==> config.mk <==
export PLATFORM = sky130hd
export DESIGN_NAME = vdp_io_port
export DESIGN_NICKNAME = d
export VERILOG_FILES = /design/src/design/vdp_reg_pkg.sv /design/src/design/vdp_bus_pkg.sv /design/src/design/vdp_io_port.sv
export SDC_FILE = /design/constraint.sdc
export NUM_CORES = 1
export LEC_CHECK = 0
export ABC_AREA = 1
export ABC_CLOCK_PERIOD_IN_PS = 6600
export BUFFER_PORTS_ARGS = -buffer_cell sky130_fd_sc_hd__buf_2
export CORE_MARGIN = 2
export CORE_UTILIZATION = 35
export CTS_BUF_LIST = sky130_fd_sc_hd__clkbuf_4
export DETAILED_ROUTE_END_ITERATION = 10
export PLACE_DENSITY = 0.49
export SYNTH_ARGS = -nofsm -noshare
export SYNTH_HDL_FRONTEND = slang
export SYNTH_SLANG_ARGS = --single-unit
==> constraint.sdc <==
create_clock -name clk -period 6.6 [get_ports clk]
set_clock_uncertainty 0.15 [all_clocks]
set_input_delay 0.66 -clock clk [delete_from_list [all_inputs] [get_ports clk]]
set_output_delay 0.66 -clock clk [all_outputs]
set_load 0.1 [all_outputs]
==> src/design/vdp_reg_pkg.sv <==
// VDP register map and status
package vdp_reg_pkg;

	// ----------------------------------------
	// register numbers
	// ----------------------------------------
	localparam logic [5:0] reg_bank_ptr     = 6'd14;	// vram A16..A14
	localparam logic [5:0] reg_status_ptr   = 6'd15;	// status select
	localparam logic [5:0] reg_palette_ptr  = 6'd16;	// palette index
	localparam logic [5:0] reg_indirect_ptr = 6'd17;	// indirect target, bit7 = no inc

	// ----------------------------------------
	// second control byte
	// ----------------------------------------
	typedef struct packed {
		logic       reg_flag;	// 1 here
		logic       unused;
		logic [5:0] reg_num;	// target register
	} ctrl_reg_form_t;

	typedef struct packed {
		logic       reg_flag;	// 0 here
		logic       write_mode;	// 1 = write setup, 0 = read setup
		logic [5:0] addr_hi;	// A13..A8
	} ctrl_addr_form_t;

	// same byte, decoded by bit 7
	typedef union packed {
		ctrl_reg_form_t  reg_form;
		ctrl_addr_form_t addr_form;
	} ctrl_byte_u;

	// ----------------------------------------
	// status registers
	// ----------------------------------------
	localparam logic [3:0] status_id_sel = 4'd1;	// S#1
	localparam logic [7:0] vdp_id_status = 8'h04;	// V9958 id bits
	localparam logic [7:0] status_none   = 8'h00;	// unimplemented S#n

endpackage

==> src/design/vdp_bus_pkg.sv <==
// CPU and VRAM bus types
package vdp_bus_pkg;

	// ----------------------------------------
	// VDP port map
	// ----------------------------------------
	localparam logic [7:0] vdp_port_base = 8'h88;	// ports 0x88..0x8b

	localparam logic [1:0] port_data     = 2'd0;	// vram data
	localparam logic [1:0] port_ctrl     = 2'd1;	// address / register set, status read
	localparam logic [1:0] port_palette  = 2'd2;	// two-byte palette write
	localparam logic [1:0] port_indirect = 2'd3;	// write through r#17

	// ----------------------------------------
	// internal I/O request
	// ----------------------------------------
	// one decoded I/O cycle, qualified by a separate valid strobe
	typedef struct packed {
		logic [1:0] port;	// slot_a[1:0]
		logic       write;	// 1 = out, 0 = in
		logic [7:0] wdata;	// out data, don't care on reads
	} cpu_req_t;

	// ----------------------------------------
	// VRAM access
	// ----------------------------------------
	// byte access into the 128 KB array
	typedef struct packed {
		logic [16:0] addr;	// r#14[2:0] & counter
		logic        write;
		logic [7:0]  wdata;
	} vram_req_t;

endpackage
==> src/design/vdp_io_port.sv <==
// V9958 CPU port block
`timescale 1ns/1ns

module vdp_io_port (
	input  logic                   clk,
	input  logic                   reset,
	input  logic                   bus_valid,
	input  vdp_bus_pkg::cpu_req_t  bus_req,
	output logic [7:0]             rdata,
	output logic                   rdata_en,
	output logic                   vram_valid,
	output vdp_bus_pkg::vram_req_t vram_req,
	input  logic                   vram_busy,
	input  logic [7:0]             vram_rdata,
	input  logic                   vram_rdata_en
);
	logic [7:0]              vdp_reg [0:63];	// r#0..r#63
	logic [8:0]              palette [0:15];	// r3 b3 g3
	logic [13:0]             addr_cnt;		// A13..A0
	logic [7:0]              ctrl_first;		// first control byte
	logic                    ctrl_toggle;		// 1 = waiting for second byte
	logic [7:0]              pal_first;
	logic                    pal_toggle;
	logic [7:0]              rd_buf;		// read-ahead
	vdp_reg_pkg::ctrl_byte_u ctrl_byte;
	logic                    wr_data;
	logic                    rd_data;
	logic                    wr_ctrl;
	logic                    rd_ctrl;
	logic                    wr_pal;
	logic                    wr_ind;
	logic                    set_reg;
	logic                    set_addr;
	logic                    prefetch_set;
	logic                    do_access;
	logic [16:0]             acc_addr;
	logic [16:0]             acc_next;
	logic [5:0]              ind_ptr;
	logic [7:0]              status_val;

	// ----------------------------------------
	// request decode
	// ----------------------------------------
	assign wr_data = bus_valid & bus_req.write & (bus_req.port == vdp_bus_pkg::port_data);
	assign rd_data = bus_valid & ~bus_req.write & (bus_req.port == vdp_bus_pkg::port_data);
	assign wr_ctrl = bus_valid & bus_req.write & (bus_req.port == vdp_bus_pkg::port_ctrl);
	assign rd_ctrl = bus_valid & ~bus_req.write & (bus_req.port == vdp_bus_pkg::port_ctrl);
	assign wr_pal  = bus_valid & bus_req.write & (bus_req.port == vdp_bus_pkg::port_palette);
	assign wr_ind  = bus_valid & bus_req.write & (bus_req.port == vdp_bus_pkg::port_indirect);

	assign ctrl_byte    = bus_req.wdata;
	assign set_reg      = wr_ctrl & ctrl_toggle & ctrl_byte.reg_form.reg_flag;
	assign set_addr     = wr_ctrl & ctrl_toggle & ~ctrl_byte.addr_form.reg_flag;
	assign prefetch_set = set_addr & ~ctrl_byte.addr_form.write_mode;	// read setup

	assign ind_ptr = vdp_reg[vdp_reg_pkg::reg_indirect_ptr][5:0];

	// S#1 carries the id, the rest read as zero
	assign status_val = (vdp_reg[vdp_reg_pkg::reg_status_ptr][3:0] == vdp_reg_pkg::status_id_sel) ?
		vdp_reg_pkg::vdp_id_status : vdp_reg_pkg::status_none;

	// ----------------------------------------
	// vram address
	// ----------------------------------------
	always_comb begin
		acc_addr = {vdp_reg[vdp_reg_pkg::reg_bank_ptr][2:0], addr_cnt};
		if (prefetch_set) begin
			acc_addr = {vdp_reg[vdp_reg_pkg::reg_bank_ptr][2:0],
				ctrl_byte.addr_form.addr_hi, ctrl_first};
		end
	end

	assign acc_next  = acc_addr + 17'd1;	// carries into r#14, wraps at 128K
	assign do_access = wr_data | rd_data | prefetch_set;

	// ----------------------------------------
	// control state and registers
	// ----------------------------------------
	always_ff @(posedge clk) begin
		if (reset) begin
			for (int i = 0; i < 64; i++) begin
				vdp_reg[i] <= 8'h00;
			end
			addr_cnt    <= '0;
			ctrl_toggle <= 1'b0;
			pal_toggle  <= 1'b0;
			vram_valid  <= 1'b0;
			rdata_en    <= 1'b0;
		end else begin
			rdata_en <= bus_valid & ~bus_req.write;	// always answers next cycle
			if (vram_valid && !vram_busy) begin
				vram_valid <= 1'b0;	// accepted
			end
			if (do_access) begin
				vram_valid <= 1'b1;
				addr_cnt   <= acc_next[13:0];
				vdp_reg[vdp_reg_pkg::reg_bank_ptr][2:0] <= acc_next[16:14];
			end else if (set_addr) begin
				addr_cnt <= {ctrl_byte.addr_form.addr_hi, ctrl_first};	// write setup
			end
			if (wr_ctrl) begin
				ctrl_toggle <= ~ctrl_toggle;
			end else if (rd_ctrl) begin
				ctrl_toggle <= 1'b0;	// status read resyncs the sequence
			end
			if (set_reg) begin
				vdp_reg[ctrl_byte.reg_form.reg_num] <= ctrl_first;
			end
			if (wr_ind) begin
				vdp_reg[ind_ptr] <= bus_req.wdata;
				if (!vdp_reg[vdp_reg_pkg::reg_indirect_ptr][7]) begin
					vdp_reg[vdp_reg_pkg::reg_indirect_ptr][5:0] <= ind_ptr + 6'd1;
				end
			end
			if (wr_pal) begin
				pal_toggle <= ~pal_toggle;
				if (pal_toggle) begin
					vdp_reg[vdp_reg_pkg::reg_palette_ptr][3:0] <=
						vdp_reg[vdp_reg_pkg::reg_palette_ptr][3:0] + 4'd1;
				end
			end
		end
	end

	// ----------------------------------------
	// data path
	// ----------------------------------------
	always_ff @(posedge clk) begin
		if (wr_ctrl && !ctrl_toggle) begin
			ctrl_first <= bus_req.wdata;
		end
		if (wr_pal && !pal_toggle) begin
			pal_first <= bus_req.wdata;	// 0 r2 r1 r0 0 b2 b1 b0
		end
		if (wr_pal && pal_toggle) begin
			palette[vdp_reg[vdp_reg_pkg::reg_palette_ptr][3:0]] <=
				{pal_first[6:4], pal_first[2:0], bus_req.wdata[2:0]};
		end
		if (vram_rdata_en) begin
			rd_buf <= vram_rdata;	// prefetch fill
		end
		if (do_access) begin
			vram_req.addr  <= acc_addr;
			vram_req.write <= wr_data;
			vram_req.wdata <= bus_req.wdata;
		end
		if (bus_valid && !bus_req.write) begin
			case (bus_req.port)
				vdp_bus_pkg::port_data: rdata <= rd_buf;
				vdp_bus_pkg::port_ctrl: rdata <= status_val;
				default:                rdata <= 8'hff;	// write-only ports
			endcase
		end
	end

endmodule

# Yosys cells after proc, flatten, opt, wreduce, memory -nomap -nowiden

Memory sizes are Yosys's and may differ from the RTL's.
Cells that the tools add are included.

Add/subtract/negate cells: 3
Multiply operators: 0
Divide/modulo/power cells: 0
Order comparisons: 0
Eq/ne operators: 5
Shift operators: 0
Multiplexer cells: 37
Bitwise operators: 28
Reductions and logical operators: 12

Operators by type and width:

| operator                | number |
|---|---|
| $mux W14                | 3 |
| $mux W1                 | 24 |
| $mux W6                 | 3 |
| $add A17 B1 Y17 const B | 1 |
| $mux W8                 | 2 |
| $pmux W8 S2             | 1 |
| $reduce_or A8 Y1        | 2 |
| $and A1 B1 Y1           | 15 |
| $not A1 Y1              | 7 |
| $add A6 B1 Y6 const B   | 1 |
| $eq A6 B6 Y1 const B    | 1 |
| $mux W3                 | 2 |
| $reduce_bool A2 Y1      | 3 |
| $or A1 B1 Y1            | 5 |
| $add A4 B1 Y4 const B   | 1 |
| $eq A2 B2 Y1 const B    | 2 |
| $eq A4 B1 Y1 const B    | 1 |
| $mux W4                 | 1 |
| $logic_and A1 B1 Y1     | 3 |
| $logic_not A1 Y1        | 3 |
| $eq A2 B1 Y1 const B    | 1 |
| $logic_not A2 Y1        | 1 |
| $mux W2                 | 1 |
| $and A1 B1 Y1 const B   | 1 |

Flip-flop bits (word level): 68
Bits in latches: 0
RAM bits: 512
Memory bits (read-only): 0
Input port bits: 24
Word-level logic and storage cells: 97
Memories kept: 1

Memory list:

| name    | depth | width | rd ports | clocked after memory_dff | write ports | line              | source |
|---|---|---|---|---|---|---|---|
| vdp_reg | 64    | 8     | 4        | 0                        | 64          | vdp_io_port.sv:17 | `logic [7:0] vdp_reg [0:63];` |

# Logic depth before layout (Yosys ltp)

Word-level depth: 10
Mapped depth: 16

# Worst setup path before layout

Ideal clock, no wire load.

Path kind: input to register
Start point: input bus_req[10] (netlist name)
End point: memory vdp_reg[15][0] (enable)
Arrival time: 2027 ps
Required time: 6142 ps
Setup slack: 4115 ps
Stages: 9
Buffers on the path: 1
Cells stage by stage: inv_2 -> nand2_2 -> nor3_4 -> buf_6 -> nand3_1 -> nand2_1 -> inv_1 -> or4_4 -> nand2_1

RTL lines:

| element     | line              | source |
|---|---|---|
| from (decl) | vdp_io_port.sv:8  | `input vdp_bus_pkg::cpu_req_t bus_req,` |
| to (decl)   | vdp_io_port.sv:17 |  |

==> impl_metrics.toml <==
[clock_network]
clock_sinks = 81
clockBufferDepth = 2
numCtsBuffers = 9
root_buffer = "clkbuf_4"
holdBufCountCts = 0
cts_setup_buffers = 0
clkTransAtPathRegs_ns = 0.14
clock_latency_ns = 0.44
cts_tree = "done"
cts_resized = 0
htree_levels = 3

[route]
postRouteAntennaNets = 0
drt-total-wl_mm = 9.84
drt-pass1-iter-count = 5
avgViaCountPerCell = 5.05
vias = 3103
wire_per_inst_um = 16.0
drt_iter0_drc = 168
drc = 0

[global_route]
track_usage = 0.164
grt_antenna_before_repair = 0
grt_pass1_vias = 3019
grt_max_degree = 40
grt.overflow.total = 0
grt_pass1_wl_mm = 15.8

[status]
status = "finished clean"

[setup_path]
reg2regPathDepth = 8
crit_fanout = 13
crit_start = "bus_req[10]"
cp-end-kind = "flop"
crit_path_end = "vdp_reg[17][4]$_DFFE_PP_"
cp_cell_sequence = "buf_2, inv_2, nand2_2, nor3_4, nand3_1, nand2_1, inv_1, nor3_1, nand2_1, nand3_1"
cpPeakStageDelay_ns = 0.56
cp-start-kind = "input pin"
rr_endpoint = "vdp_reg[17][4]$_DFFE_PP_"
cp.required_ns = 6.56
crit_type = "in -> reg"
reg2reg_slack_ns = 3.86
cpMaxStageDelayCell = "nor3_4"
rr_startpoint = "ctrl_toggle$_SDFFE_PP0P_"
cp.arrival_ns = 2.81

[cells_and_area]
seq_area_um2 = 2260
multiInputGateArea_um2 = 1530
final_layout_size_suffix_gt1_frac = 0.274
largest_reg_flops = 26
nNetsFinal = 491
antenna_cells = 0
fill_cells = 1185
fin_area_um2 = 4560
syn2layout_area_growth_pct = 13.3

[synth]
synth_cells = 408
synth_nets = 433
seq_area_frac_synth = 0.562
syn_area_um2 = 4030
syn_area_per_cell_um2 = 9.87
yosys.cell_count.top_type = "nand2_1"
yosys_register_bits = 81
synth_edf_count = 64
synthFlopType = "edfxtp_1"
async_reset_ff_frac = 0
synth.area.top_cells = "edfxtp_1 (48%), nand2_1 (8.8%), dfxtp_1 (8.5%)"
synth_commonest_cells = "nand2_1 (94), edfxtp_1 (64), inv_1 (34)"
synth_cell_types = 42
synth_warnings = 0
synth_area_leader_cell = "edfxtp_1"
synth_top_area_frac = 0.477

[job]
maxCapViolCount = 0

[timing]
max-slew-margin-rel = 0.397
rsz0062_at_grt = "false"
max_clock_freq_mhz = 351
hold_viol = 0
tightestPinTransition_ns = 0.895
min_period_ns = 2.85
fin_setup_tns_ns = 0
setup-violations-final = 0
report.final.slew_viol_count = 0
period_share = 0.432

[pwr]
powerDensity_nw_per_um2 = 222
p_leak_nw = 1.81
irDropWorstVdd_mv = 0.0927
finalPower_mw = 1.01

[placed_design]
port_buffers = 59
hpwlAfterDp_mm = 6.99
routabilityCongestion = 0.841
postPlaceCellArea_um2 = 4420

[die]
pin_count = 60
die_h_um = 111
die_w_um = 111
core-area_um2 = 11300
initial_utilization = 0.356
die_area_um2 = 12400
num_rows = 39

[hold_path]
hold_path.class = "in -> reg"
min_path_cells = 1
layout make-up:
cell class	instances	share of cell area
clock buffer	10	0.0165
clock inverter	6	0.0148
inverter	39	0.0321
multi-input combinational	275	0.335
sequential	81	0.496
tap	143	0.0392
timing repair buffer	60	0.0664
cells by family (layout without fill, tap and decap cells):
kind of cell,count (synthesis),in the layout,share of synthesized area
mux,2,2,0.00497
flops,81,81,0.562
buf+inv,52,115,0.0594
fa+ha+maj,1,1,0.00311
compound gates,67,67,0.0982
xor+xnor,2,2,0.00435
simple gates,203,203,0.268
stage by stage:
step	worst slack (ns)	std cells	hold slack [ns]	util
after floorplan	4.12	408	0.276	-
after global placement	3.29	598	0.290	0.390
after detailed placement	3.27	598	0.285	0.390
after CTS	3.73	614	0.200	0.403
after global routing	3.48	614	0.187	0.403
final	3.75	614	0.233	0.403
cells in the final DEF (no fill, tap or decap), drive strengths merged:
cell	count
o31ai	4
xor2	1
or2	1
edfxtp	64
a21oi	15
o211ai	1
a31oi	1
o32ai	1
o21ai	39
xnor2	1
nand2	114
dfxtp	17
nor2	34
buf	60
ha	1
mux2i	2
o22ai	2
nand4	21
clkinvlp	2
nor3	9
o311ai	1
clkbuf	10
inv	40
or4	1
bufinv	1
nand3	23
a211oi	1
o21bai	2
clkinv	2
worst min path at each step:
stage                        startpoint                      to  slack, ns
2_1_floorplan  vdp_reg[14][0]$_DFFE_PP_  vram_req[23]$_DFFE_PN_       0.28
3_3_place_gp   vdp_reg[14][0]$_DFFE_PP_  vram_req[23]$_DFFE_PN_       0.29
3_5_place_dp   vdp_reg[14][0]$_DFFE_PP_  vram_req[23]$_DFFE_PN_       0.28
4_1_cts                   vram_rdata[1]     rd_buf[1]$_DFFE_PP_       0.20
5_1_grt                   vram_rdata[2]     rd_buf[2]$_DFFE_PP_       0.19
6_report                  vram_rdata[5]     rd_buf[5]$_DFFE_PP_       0.23
worst max-delay path, delay by kind of cell:
family	cells	cell delay [ns]
simple gates	7	1.79
buf+inv	3	0.37
routing by layer:
layer  GRT usage  routed length (µm)  vias to the layer above
li1            -                   -                     1530
met1       0.216                4360                     1460
met2       0.264                4620                      100
met3      0.0334                 706                       13
met4      0.0667                 157                        0
met5           0                   0                        -
where the power goes:
part	switching, mW	total, mW	internal [mW]
clock network	0.184	0.305	0.121
logic	0.103	0.129	0.0257
registers	0.00845	0.580	0.571
Power figures use the tool's default switching activity.
